[config.mk]
export PLATFORM = sky130hd
export DESIGN_NAME = core_slice_top
export DESIGN_NICKNAME = d
export VERILOG_FILES = /design/src/rtl/pipe_pkg.sv /design/src/rtl/core_slice_top.sv /design/src/rtl/dff_lrc.sv /design/src/rtl/ex_stage.sv /design/src/rtl/id_ex.sv /design/src/rtl/id_stage.sv /design/src/rtl/pipe_ctrl.sv /design/src/rtl/regfile.sv
export VERILOG_INCLUDE_DIRS = /design/src /design/src/include
export SDC_FILE = /design/constraint.sdc
export NUM_CORES = 2
export LEC_CHECK = 0
export BUFFER_PORTS_ARGS = -buffer_cell sky130_fd_sc_hd__buf_2
export CAP_MARGIN = 20
export CORE_MARGIN = 2
export CORE_UTILIZATION = 31
export DETAILED_ROUTE_END_ITERATION = 7
export MAX_ROUTING_LAYER = met4
export SYNTH_ARGS = -nofsm -noshare
export SYNTH_HDL_FRONTEND = slang
export SYNTH_HIERARCHICAL = 1
export SYNTH_SLANG_ARGS = --single-unit
[constraint.sdc]
create_clock -name clk_i -period 7.3 [get_ports clk_i]
set_clock_uncertainty 0.1 [all_clocks]
set_input_delay 1.46 -clock clk_i [delete_from_list [all_inputs] [get_ports clk_i]]
set_output_delay 1.46 -clock clk_i [all_outputs]
set_load 0.02 [all_outputs]
[src/include/pipe_consts.svh]
`ifndef PIPE_CONSTS_SVH
`define PIPE_CONSTS_SVH

// Data path and register file sizes
`define XLEN            32
`define REG_NUM         32

// Major opcodes handled by the slice
`define OPC_OP          7'b0110011
`define OPC_OP_IMM      7'b0010011
`define OPC_LUI         7'b0110111

`define F3_ADD          3'b000
`define F3_SLT          3'b010
`define F3_XOR          3'b100
`define F3_OR           3'b110
`define F3_AND          3'b111

// Bit of funct7 that turns ADD into SUB
`define F7_SUB_BIT      5

// Stall vector bit positions
`define STALL_ID        2
`define STALL_EX        3

`endif

[src/rtl/pipe_pkg.sv]
`include "pipe_consts.svh"

package pipe_pkg;

    typedef logic [`XLEN-1:0] word_t;

    typedef logic [$clog2(`REG_NUM)-1:0] reg_addr_t;

    // ALU operations
    // PASS_B forwards the second operand for LUI
    typedef enum logic [2:0] {
        ADD    = 3'd0,
        SUB    = 3'd1,
        AND    = 3'd2,
        OR     = 3'd3,
        XOR    = 3'd4,
        SLT    = 3'd5,
        PASS_B = 3'd6
    } alu_op_t;

    // Decode info carried from decode to execute
    typedef struct packed {
        alu_op_t alu_op;
        logic    use_imm;
    } dec_info_t;

    // Bit 0 pc, 1 fetch, 2 decode, 3 execute, 4 and 5 reserved
    typedef logic [5:0] stall_t;

endpackage

[src/rtl/core_slice_top.sv]
`timescale 1ns/1ps
`include "pipe_consts.svh"

module core_slice_top (
    input  logic                clk_i,
    input  logic                rst_n_i,
    input  logic                inst_valid_i,
    input  pipe_pkg::word_t     inst_i,
    input  pipe_pkg::word_t     pc_i,
    input  logic                stall_id_req_i,
    input  logic                stall_ex_req_i,
    output logic                id_stall_o,
    output logic                wb_we_o,
    output pipe_pkg::reg_addr_t wb_addr_o,
    output pipe_pkg::word_t     wb_data_o
);

    pipe_pkg::stall_t    stall;

    pipe_pkg::reg_addr_t rs1_addr;
    pipe_pkg::reg_addr_t rs2_addr;
    pipe_pkg::word_t     rs1_data;
    pipe_pkg::word_t     rs2_data;

    pipe_pkg::word_t     id_pc;
    pipe_pkg::word_t     id_op1_data;
    pipe_pkg::word_t     id_op2_data;
    pipe_pkg::word_t     id_imm_data;
    pipe_pkg::reg_addr_t id_rd_addr;
    logic                id_rd_we;
    pipe_pkg::dec_info_t id_dec_info;

    pipe_pkg::word_t     ex_pc;
    pipe_pkg::word_t     ex_op1_data;
    pipe_pkg::word_t     ex_op2_data;
    pipe_pkg::word_t     ex_imm_data;
    pipe_pkg::reg_addr_t ex_rd_addr;
    logic                ex_rd_we;
    pipe_pkg::dec_info_t ex_dec_info;

    assign id_stall_o = stall[`STALL_ID];

    pipe_ctrl pipe_ctrl_inst (
        .stall_id_req_i, .stall_ex_req_i, .stall_o(stall)
    );

    regfile regfile_inst (
        .clk_i, .rst_n_i,
        .rs1_addr_i(rs1_addr), .rs2_addr_i(rs2_addr),
        .rs1_data_o(rs1_data), .rs2_data_o(rs2_data),
        .we_i(wb_we_o), .waddr_i(wb_addr_o), .wdata_i(wb_data_o)
    );

    id_stage id_stage_inst (
        .inst_valid_i, .inst_i, .pc_i, .stall_id_i(stall[`STALL_ID]),
        .rs1_addr_o(rs1_addr), .rs2_addr_o(rs2_addr),
        .rs1_data_i(rs1_data), .rs2_data_i(rs2_data),
        .pc_o(id_pc), .op1_data_o(id_op1_data), .op2_data_o(id_op2_data),
        .imm_data_o(id_imm_data), .rd_addr_o(id_rd_addr), .rd_we_o(id_rd_we),
        .dec_info_o(id_dec_info)
    );

    id_ex id_ex_inst (
        .clk_i, .rst_n_i, .stall_i(stall),
        .pc_i(id_pc), .op1_data_i(id_op1_data), .op2_data_i(id_op2_data),
        .imm_data_i(id_imm_data), .rd_addr_i(id_rd_addr), .rd_we_i(id_rd_we),
        .dec_info_bus_i(id_dec_info),
        .pc_o(ex_pc), .op1_data_o(ex_op1_data), .op2_data_o(ex_op2_data),
        .imm_data_o(ex_imm_data), .rd_addr_o(ex_rd_addr), .rd_we_o(ex_rd_we),
        .dec_info_bus_o(ex_dec_info)
    );

    ex_stage ex_stage_inst (
        .pc_i(ex_pc), .op1_data_i(ex_op1_data), .op2_data_i(ex_op2_data),
        .imm_data_i(ex_imm_data), .rd_addr_i(ex_rd_addr), .rd_we_i(ex_rd_we),
        .dec_info_bus_i(ex_dec_info),
        .wb_we_o, .wb_addr_o, .wb_data_o
    );

endmodule

[src/rtl/dff_lrc.sv]
`timescale 1ns/1ps

module dff_lrc #(
    parameter type T       = pipe_pkg::word_t,
    parameter T    RST_VAL = T'('0)
) (
    input  logic clk_i,
    input  logic rst_n_i,
    input  logic clr_i,
    input  logic load_i,
    input  T     d_i,
    output T     q_o
);

    T q_r;

    // Clear wins over load, otherwise the value is held
    always_ff @(posedge clk_i or negedge rst_n_i) begin
        if (!rst_n_i) begin
            q_r <= RST_VAL;
        end else if (clr_i) begin
            q_r <= RST_VAL;
        end else if (load_i) begin
            q_r <= d_i;
        end
    end

    assign q_o = q_r;

endmodule

[src/rtl/ex_stage.sv]
`timescale 1ns/1ps

module ex_stage (
    input  pipe_pkg::word_t     pc_i,
    input  pipe_pkg::word_t     op1_data_i,
    input  pipe_pkg::word_t     op2_data_i,
    input  pipe_pkg::word_t     imm_data_i,
    input  pipe_pkg::reg_addr_t rd_addr_i,
    input  logic                rd_we_i,
    input  pipe_pkg::dec_info_t dec_info_bus_i,
    output logic                wb_we_o,
    output pipe_pkg::reg_addr_t wb_addr_o,
    output pipe_pkg::word_t     wb_data_o
);

    pipe_pkg::word_t op_b;

    // pc_i is reserved for branch target computation
    assign op_b = dec_info_bus_i.use_imm ? imm_data_i : op2_data_i;

    always_comb begin
        case (dec_info_bus_i.alu_op)
            pipe_pkg::ADD:    wb_data_o = op1_data_i + op_b;
            pipe_pkg::SUB:    wb_data_o = op1_data_i - op_b;
            pipe_pkg::AND:    wb_data_o = op1_data_i & op_b;
            pipe_pkg::OR:     wb_data_o = op1_data_i | op_b;
            pipe_pkg::XOR:    wb_data_o = op1_data_i ^ op_b;
            pipe_pkg::SLT: begin
                wb_data_o = '0;
                wb_data_o[0] = $signed(op1_data_i) < $signed(op_b);
            end
            pipe_pkg::PASS_B: wb_data_o = op_b;
            default:          wb_data_o = '0;
        endcase
    end

    assign wb_we_o   = rd_we_i;
    assign wb_addr_o = rd_addr_i;

endmodule

[src/rtl/id_ex.sv]
`timescale 1ns/1ps
`include "pipe_consts.svh"

module id_ex (
    input  logic                clk_i,
    input  logic                rst_n_i,
    input  pipe_pkg::stall_t    stall_i,

    input  pipe_pkg::word_t     pc_i,
    input  pipe_pkg::word_t     op1_data_i,
    input  pipe_pkg::word_t     op2_data_i,
    input  pipe_pkg::word_t     imm_data_i,
    input  pipe_pkg::reg_addr_t rd_addr_i,
    input  logic                rd_we_i,
    input  pipe_pkg::dec_info_t dec_info_bus_i,

    output pipe_pkg::word_t     pc_o,
    output pipe_pkg::word_t     op1_data_o,
    output pipe_pkg::word_t     op2_data_o,
    output pipe_pkg::word_t     imm_data_o,
    output pipe_pkg::reg_addr_t rd_addr_o,
    output logic                rd_we_o,
    output pipe_pkg::dec_info_t dec_info_bus_o
);

    logic clr;
    logic load;

    // Decode stalled while execute runs on, so a bubble goes down the pipe
    assign clr  = stall_i[`STALL_ID] & ~stall_i[`STALL_EX];
    assign load = ~stall_i[`STALL_ID];

    dff_lrc #(.T(pipe_pkg::word_t)) dff_pc (
        .clk_i, .rst_n_i, .clr_i(clr), .load_i(load), .d_i(pc_i), .q_o(pc_o)
    );

    dff_lrc #(.T(pipe_pkg::word_t)) dff_op1_data (
        .clk_i, .rst_n_i, .clr_i(clr), .load_i(load), .d_i(op1_data_i), .q_o(op1_data_o)
    );

    dff_lrc #(.T(pipe_pkg::word_t)) dff_op2_data (
        .clk_i, .rst_n_i, .clr_i(clr), .load_i(load), .d_i(op2_data_i), .q_o(op2_data_o)
    );

    dff_lrc #(.T(pipe_pkg::word_t)) dff_imm_data (
        .clk_i, .rst_n_i, .clr_i(clr), .load_i(load), .d_i(imm_data_i), .q_o(imm_data_o)
    );

    dff_lrc #(.T(pipe_pkg::reg_addr_t)) dff_rd_addr (
        .clk_i, .rst_n_i, .clr_i(clr), .load_i(load), .d_i(rd_addr_i), .q_o(rd_addr_o)
    );

    dff_lrc #(.T(logic)) dff_rd_we (
        .clk_i, .rst_n_i, .clr_i(clr), .load_i(load), .d_i(rd_we_i), .q_o(rd_we_o)
    );

    dff_lrc #(.T(pipe_pkg::dec_info_t)) dff_dec_info_bus (
        .clk_i, .rst_n_i, .clr_i(clr), .load_i(load), .d_i(dec_info_bus_i),
        .q_o(dec_info_bus_o)
    );

endmodule

[src/rtl/id_stage.sv]
`timescale 1ns/1ps
`include "pipe_consts.svh"

module id_stage (
    input  logic                inst_valid_i,
    input  pipe_pkg::word_t     inst_i,
    input  pipe_pkg::word_t     pc_i,
    input  logic                stall_id_i,
    output pipe_pkg::reg_addr_t rs1_addr_o,
    output pipe_pkg::reg_addr_t rs2_addr_o,
    input  pipe_pkg::word_t     rs1_data_i,
    input  pipe_pkg::word_t     rs2_data_i,
    output pipe_pkg::word_t     pc_o,
    output pipe_pkg::word_t     op1_data_o,
    output pipe_pkg::word_t     op2_data_o,
    output pipe_pkg::word_t     imm_data_o,
    output pipe_pkg::reg_addr_t rd_addr_o,
    output logic                rd_we_o,
    output pipe_pkg::dec_info_t dec_info_o
);

    logic [6:0]          opcode;
    logic [2:0]          funct3;
    logic [6:0]          funct7;
    pipe_pkg::reg_addr_t rd;
    logic                supported;

    assign opcode = inst_i[6:0];
    assign rd     = inst_i[11:7];
    assign funct3 = inst_i[14:12];
    assign funct7 = inst_i[31:25];

    assign rs1_addr_o = inst_i[19:15];
    assign rs2_addr_o = inst_i[24:20];

    always_comb begin
        supported          = 1'b1;
        dec_info_o.alu_op  = pipe_pkg::ADD;
        dec_info_o.use_imm = 1'b0;
        imm_data_o         = {{20{inst_i[31]}}, inst_i[31:20]};
        case (opcode)
            `OPC_OP: begin
                case (funct3)
                    `F3_ADD: dec_info_o.alu_op = funct7[`F7_SUB_BIT] ? pipe_pkg::SUB
                                                                      : pipe_pkg::ADD;
                    `F3_SLT: dec_info_o.alu_op = pipe_pkg::SLT;
                    `F3_XOR: dec_info_o.alu_op = pipe_pkg::XOR;
                    `F3_OR:  dec_info_o.alu_op = pipe_pkg::OR;
                    `F3_AND: dec_info_o.alu_op = pipe_pkg::AND;
                    default: supported = 1'b0;
                endcase
                // Only SUB may set a funct7 bit
                if ((funct7 & ~(7'd1 << `F7_SUB_BIT)) != 7'd0) begin
                    supported = 1'b0;
                end
                if (funct7[`F7_SUB_BIT] && (funct3 != `F3_ADD)) begin
                    supported = 1'b0;
                end
            end
            `OPC_OP_IMM: begin
                dec_info_o.use_imm = 1'b1;
                case (funct3)
                    `F3_ADD: dec_info_o.alu_op = pipe_pkg::ADD;
                    `F3_XOR: dec_info_o.alu_op = pipe_pkg::XOR;
                    `F3_OR:  dec_info_o.alu_op = pipe_pkg::OR;
                    `F3_AND: dec_info_o.alu_op = pipe_pkg::AND;
                    default: supported = 1'b0;
                endcase
            end
            `OPC_LUI: begin
                dec_info_o.alu_op  = pipe_pkg::PASS_B;
                dec_info_o.use_imm = 1'b1;
                imm_data_o         = {inst_i[31:12], 12'b0};
            end
            default: supported = 1'b0;
        endcase
    end

    assign pc_o       = pc_i;
    assign op1_data_o = rs1_data_i;
    assign op2_data_o = rs2_data_i;
    assign rd_addr_o  = rd;

    // Nothing is written back for bubbles, x0 targets or unknown opcodes
    assign rd_we_o = inst_valid_i && !stall_id_i && supported && (rd != '0);

endmodule

[src/rtl/pipe_ctrl.sv]
`timescale 1ns/1ps
`include "pipe_consts.svh"

module pipe_ctrl (
    input  logic             stall_id_req_i,
    input  logic             stall_ex_req_i,
    output pipe_pkg::stall_t stall_o
);

    // A busy execute unit freezes everything up to and including itself
    always_comb begin
        stall_o = '0;
        if (stall_ex_req_i) begin
            stall_o[`STALL_EX:0] = '1;
        end else if (stall_id_req_i) begin
            stall_o[`STALL_ID:0] = '1;
        end
    end

endmodule

[src/rtl/regfile.sv]
`timescale 1ns/1ps
`include "pipe_consts.svh"

module regfile (
    input  logic                clk_i,
    input  logic                rst_n_i,
    input  pipe_pkg::reg_addr_t rs1_addr_i,
    input  pipe_pkg::reg_addr_t rs2_addr_i,
    output pipe_pkg::word_t     rs1_data_o,
    output pipe_pkg::word_t     rs2_data_o,
    input  logic                we_i,
    input  pipe_pkg::reg_addr_t waddr_i,
    input  pipe_pkg::word_t     wdata_i
);

    // x0 has no storage
    pipe_pkg::word_t regs [1:`REG_NUM-1];

    always_ff @(posedge clk_i or negedge rst_n_i) begin
        if (!rst_n_i) begin
            for (int i = 1; i < `REG_NUM; i++) begin
                regs[i] <= '0;
            end
        end else if (we_i && (waddr_i != '0)) begin
            regs[waddr_i] <= wdata_i;
        end
    end

    // A read of the register being written returns the new value
    assign rs1_data_o = (rs1_addr_i == '0)                   ? '0      :
                        (we_i && (waddr_i == rs1_addr_i))    ? wdata_i :
                                                               regs[rs1_addr_i];

    assign rs2_data_o = (rs2_addr_i == '0)                   ? '0      :
                        (we_i && (waddr_i == rs2_addr_i))    ? wdata_i :
                                                               regs[rs2_addr_i];

endmodule

After elaboration in Yosys (flattened, before gate mapping). Cells that the tools add are included.

Output and inout port bits: 39. ROM bits: 0. Memory bits (writable): 0. Latch bits: 0. Word-level logic and storage cells: 130. Flip-flop bits (word level): 1098. Memories: 0.

$lt $le $gt $ge: 5. Reduce and logical (&&, ||, !) cells: 20. Bitwise gates (word level): 8. $add $sub $neg: 2. Eq/ne operators: 16. Muxes and demuxes: 41. Multiply operators: 0. Div/mod/pow operators: 0. Shift operators: 0.

Operator list (number): bitwise mux 992 bit (1); 2-to-1 mux 32 bit (16); binary-select mux 32 bit (select 5 bit) (2); one-hot mux 32 bit (7 select lines) (1); demux 32 bit (select 5 bit) (1); adder 32 bit (1); AND 32 bit (1); < comparator 32 bit (1); bitwise OR 32 bit (1); subtractor 32 bit (1); bitwise XOR 32 bit (1); 2-to-1 mux 31 bit (1); == test 3 bit, second input constant (6); greater-or-equal comparator 6 bit, second input constant (3); inverter 5 -> 6 bit (3); one-hot mux 3 bit (3 select lines) (2); one-hot mux 3 bit (5 select lines) (1); == test 7 x 6 -> 1 bit, second input constant (2); == test 5 bit (2); logical NOT 5 bit (2); 2-to-1 mux 5 bit (2); nonzero test 5 bit (2); == test 3 x 2 -> 1 bit, second input constant (3); 2-to-1 mux 1 bit (9); other kinds (17) (27).

Longest topological paths before layout.
Depth after elaboration: 10. Gate-level depth with buffers: 21.

By module. The synthesis kept the hierarchy.

Modules (own cells, without submodules): regfile (cells an instance 3632, times used 1, area an instance 53654.0 um^2); ex_stage (cells an instance 950, times used 1, area an instance 6488.7 um^2); dff_lrc (id_ex_inst.dff_imm_data ...) (cells an instance 103, times used 4, area an instance 1323.8 um^2); id_stage (cells an instance 183, times used 1, area an instance 1295.0 um^2); dff_lrc (id_ex_inst.dff_rd_addr) (cells an instance 16, times used 1, area an instance 205.2 um^2); dff_lrc (id_ex_inst.dff_dec_info_bus) (cells an instance 13, times used 1, area an instance 160.2 um^2); pipe_ctrl (cells an instance 7, times used 1, area an instance 47.5 um^2); dff_lrc (id_ex_inst.dff_rd_we) (cells an instance 3, times used 1, area an instance 38.8 um^2); id_ex (cells an instance 2, times used 1, area an instance 17.5 um^2).

Least setup slack after synthesis. No wires, ideal clock.

Kind: reg-to-output. Start: register id_ex_inst.dff_dec_info_bus.q_r, in the netlist id_ex_inst/dff_dec_info_bus/q_o[0]. End: output port wb_data_o[17]. Cell stages (with the launch flop): 15. Required time: 5.740 ns. Arrival time: 4.355 ns. Setup slack: 1.385 ns. Cells stage by stage: dfrtp_1 -> clkbuf_1 -> buf_1 -> buf_2 -> mux2i_1 -> ha_1 -> buf_2 -> or4_4 -> or3_1 -> a21oi_1 -> nor2_1 -> o41ai_2 -> xnor2_1 -> nand3_1 -> a31oi_1.

Cells in the longest elaborated chain, start to end: 3.

Ends and longest elaborated chain: from (decl) (line dff_lrc.sv:15) `T q_r;`; from (signal assigned) (line dff_lrc.sv:24) `q_r <= d_i;`; 2-to-1 mux 32 bit (*) (line ex_stage.sv:19) `assign op_b = dec_info_bus_i.use_imm ? imm_data_i : op2_data_i;`; subtractor 32 bit (tied with other cells) (line ex_stage.sv:24) `pipe_pkg::SUB: wb_data_o = op1_data_i - op_b;`; one-hot mux 32 bit (7 select lines) (*) (line ex_stage.sv:22) `case (dec_info_bus_i.alu_op)`; to (decl) (line core_slice_top.sv:15) `output pipe_pkg::word_t wb_data_o`.

Every way passes the cells marked *; elsewhere a longest branch is shown, timed or not.

Worst setup path after layout.
Start: register id_ex_inst.dff_dec_info_bus.q_r, in the netlist id_ex_inst/dff_dec_info_bus/q_o[0]. End: output port wb_data_o[22].

Same word-level chain as after synthesis.

==> out/results.tsv <==
metric	value	unit
crit_arrival	5.40	ns
p_per_area	192	nW/um^2
tightest_slew	1.22	ns
areaGrowthSynthToFinish	9.56	%
slowest_delay	0.77	ns
wl_met1	93.3	mm
root_buffer	clkbuf_16	
avgViaCountPerCell	5.85	
status	complete, no violations	
wl_met3	17.8	mm
grt_pass1_vias	45900	
cp_num_buf_inv	1	
max_freq	144	MHz
p_leak	32.7	nW
end_kind	primary output	
cp_max_fo	23	
final_util	0.342	
cts.reportedPaths.clkPinSlew	0.06	ns
io_buffers	75	
fin_nets	5041	
setup_viol	0	
worstSetupPathType	register to primary output	
first_iter_violations	5220	
drive_gt1_frac	0.413	
cts-buffers-inserted	116	
die_h	464	um
cpLargestDelayFamily	compound AO/OA/AOI/OAI gates	
period_share	0.954	
io_pins	108	
hold_violations	0	
antenna_left	0	
r2r-start	id_ex_inst/dff_dec_info_bus/q_o[0]	
fin_cells	7760	
whs	0.421	ns
coreArea	210000	sq um
die_x	464	um
maxSlewHeadroom	0.185	
routabilityCongestion	0.933	
finalMaxSlewViolations	0	
syn-num-nets	5261	
clock_path_buffers	3	
start_util	0.312	
clk_latency	0.76	ns
routed.top_layer	met4	
gr-usage-all-layers	0.209	
post-route-min-period	6.96	ns
cts_tree	built	
holdCritPathClass	register to register	
cts_htree_levels	3	
crit_chain	mux2i_1, ha_1, or3b_2, a311oi_1, a41oi_1, a211oi_1, o21ai_1, xnor2_1, nor2_1, o41a_1, buf_2	
cp-start-kind	register	
grt_max_degree	166	
routed_wirelength	224	mm
hpwlAfterDp	135	mm
dr.pass1.iters	6	
clock_sinks	1098	
gr-total-overflow	0	
grt_pass1_wl	325	mm
post-route-drc-count	0	
die-area	215000	sq um
post-cts-setup-buffer-count	0	
drv_cap	0	
critPathRequiredTime	5.74	ns
syn-cell-area	65600	sq um
antenna_found_initial	7	
hp-start	id_ex_inst/dff_imm_data/q_o[17]	
wl_per_cell	28.9	um
syn_area_per_cell	12.9	sq um
rows	168	
ir_worst_vdd	199	uV
critPathSlowestCell	dfrtp_4	
routed-via-count	45400	
fill_cells	20400	
yosys_warnings	6	
synth_cells	5079	
finalSetupTns	0	ns
rsz0062_at_grt	false	
dp_cells	7546	
wl_met2	103	mm
cp-startpoint	id_ex_inst/dff_dec_info_bus/q_o[0]	
final timing paths:
path                                                            to  slack, ns  cells past startpoint
worst max-delay path                                 wb_data_o[22]       0.34                     11
worst min-delay path               id_ex_inst/dff_imm_data/q_o[17]       0.42                      2
worst max register to register     id_ex_inst/dff_op2_data/q_o[22]       1.34                     15
worst min register to register     id_ex_inst/dff_imm_data/q_o[17]       0.42                      2
max in group asynchronous       id_ex_inst/dff_dec_info_bus/q_o[1]       4.89                      2
min in group asynchronous                   regfile_inst/regs[750]       0.67                      1
state kept, by name, summed over array words and instances, names as in the netlist:
signal	count
id_ex_inst/dff_imm_data/q_o	32
id_ex_inst/dff_op1_data/q_o	32
id_ex_inst/dff_op2_data/q_o	32
id_ex_inst/dff_rd_addr/q_o	5
regfile_inst/regs	992
id_ex_inst/dff_rd_we/q_o	1
id_ex_inst/dff_dec_info_bus/q_o	4
per-stage QoR:
step	total power [mW]	area, sq um	worst slack [ns]
final	13.8	71900	0.337
after global routing	14.3	71900	0.196
after CTS	13.9	71900	0.154
after detailed placement	7.87	68000	0.987
after global placement	7.86	68000	1.02
after floorplan	7.28	65600	1.38
worst reg2reg max path, delay by kind of cell, from the launching register on:
kind	cells	cell delay, ns
compound gates	5	1.85
mux	2	0.61
flops	1	0.77
simple gates	5	1.45
fa+ha+maj	1	0.48
buf+inv	1	0.42
xor+xnor	1	0.22
layout make-up:
type	instances	area, sq um	area share
antenna	4	10.0	0.000139
clock inverter	49	488	0.00679
multi-input combinational	3302	34800	0.484
timing repair buffer	239	1880	0.0261
inverter	102	388	0.00540
sequential	1098	27500	0.382
clock buffer	161	3350	0.0466
tap	2805	3510	0.0488
placed cells by master (no fill, tap or decap), drive strengths merged, types with 9 or more instances in the layout:
master / n
o21ai: 85
a31oi: 24
o22ai: 45
nand2b: 9
xnor2: 21
o31ai: 19
nor2: 308
clkinv: 36
o21bai: 23
o41ai: 18
a21oi: 98
nand3b: 9
inv: 105
o211ai: 12
nor3b: 9
and2: 9
a211oi: 81
buf: 239
dfrtp: 1098
a21o: 37
clkbuf: 161
a22o: 39
mux2i: 208
or2: 12
nand2: 138
o221ai: 20
mux2: 1090
nor2b: 46
mux4: 431
a22oi: 21
a2111oi: 12
nand3: 21
nor3: 98
a221o: 49
a221oi: 77
ha: 111
report_power, final:
part	internal, mW	switching (mW)	total [mW]
registers	6.12	0.0426	6.16
logic	0.472	1.15	1.62
clock network	3.44	2.59	6.03
per-layer routing:
layer,vias up,global-route usage
met5,-,-
met4,0,0.0814
met3,498,0.0417
met2,2020,0.322
met1,24100,0.270
li1,18800,-
what timing repair did:
item,4_1_cts,5_1_grt
gates resized for setup,0,1
endpoints found under the hold margin,0,0
setup endpoints to repair,0,1
hold buffers,0,0
Note: power is estimated with default switching activity, not from simulation.
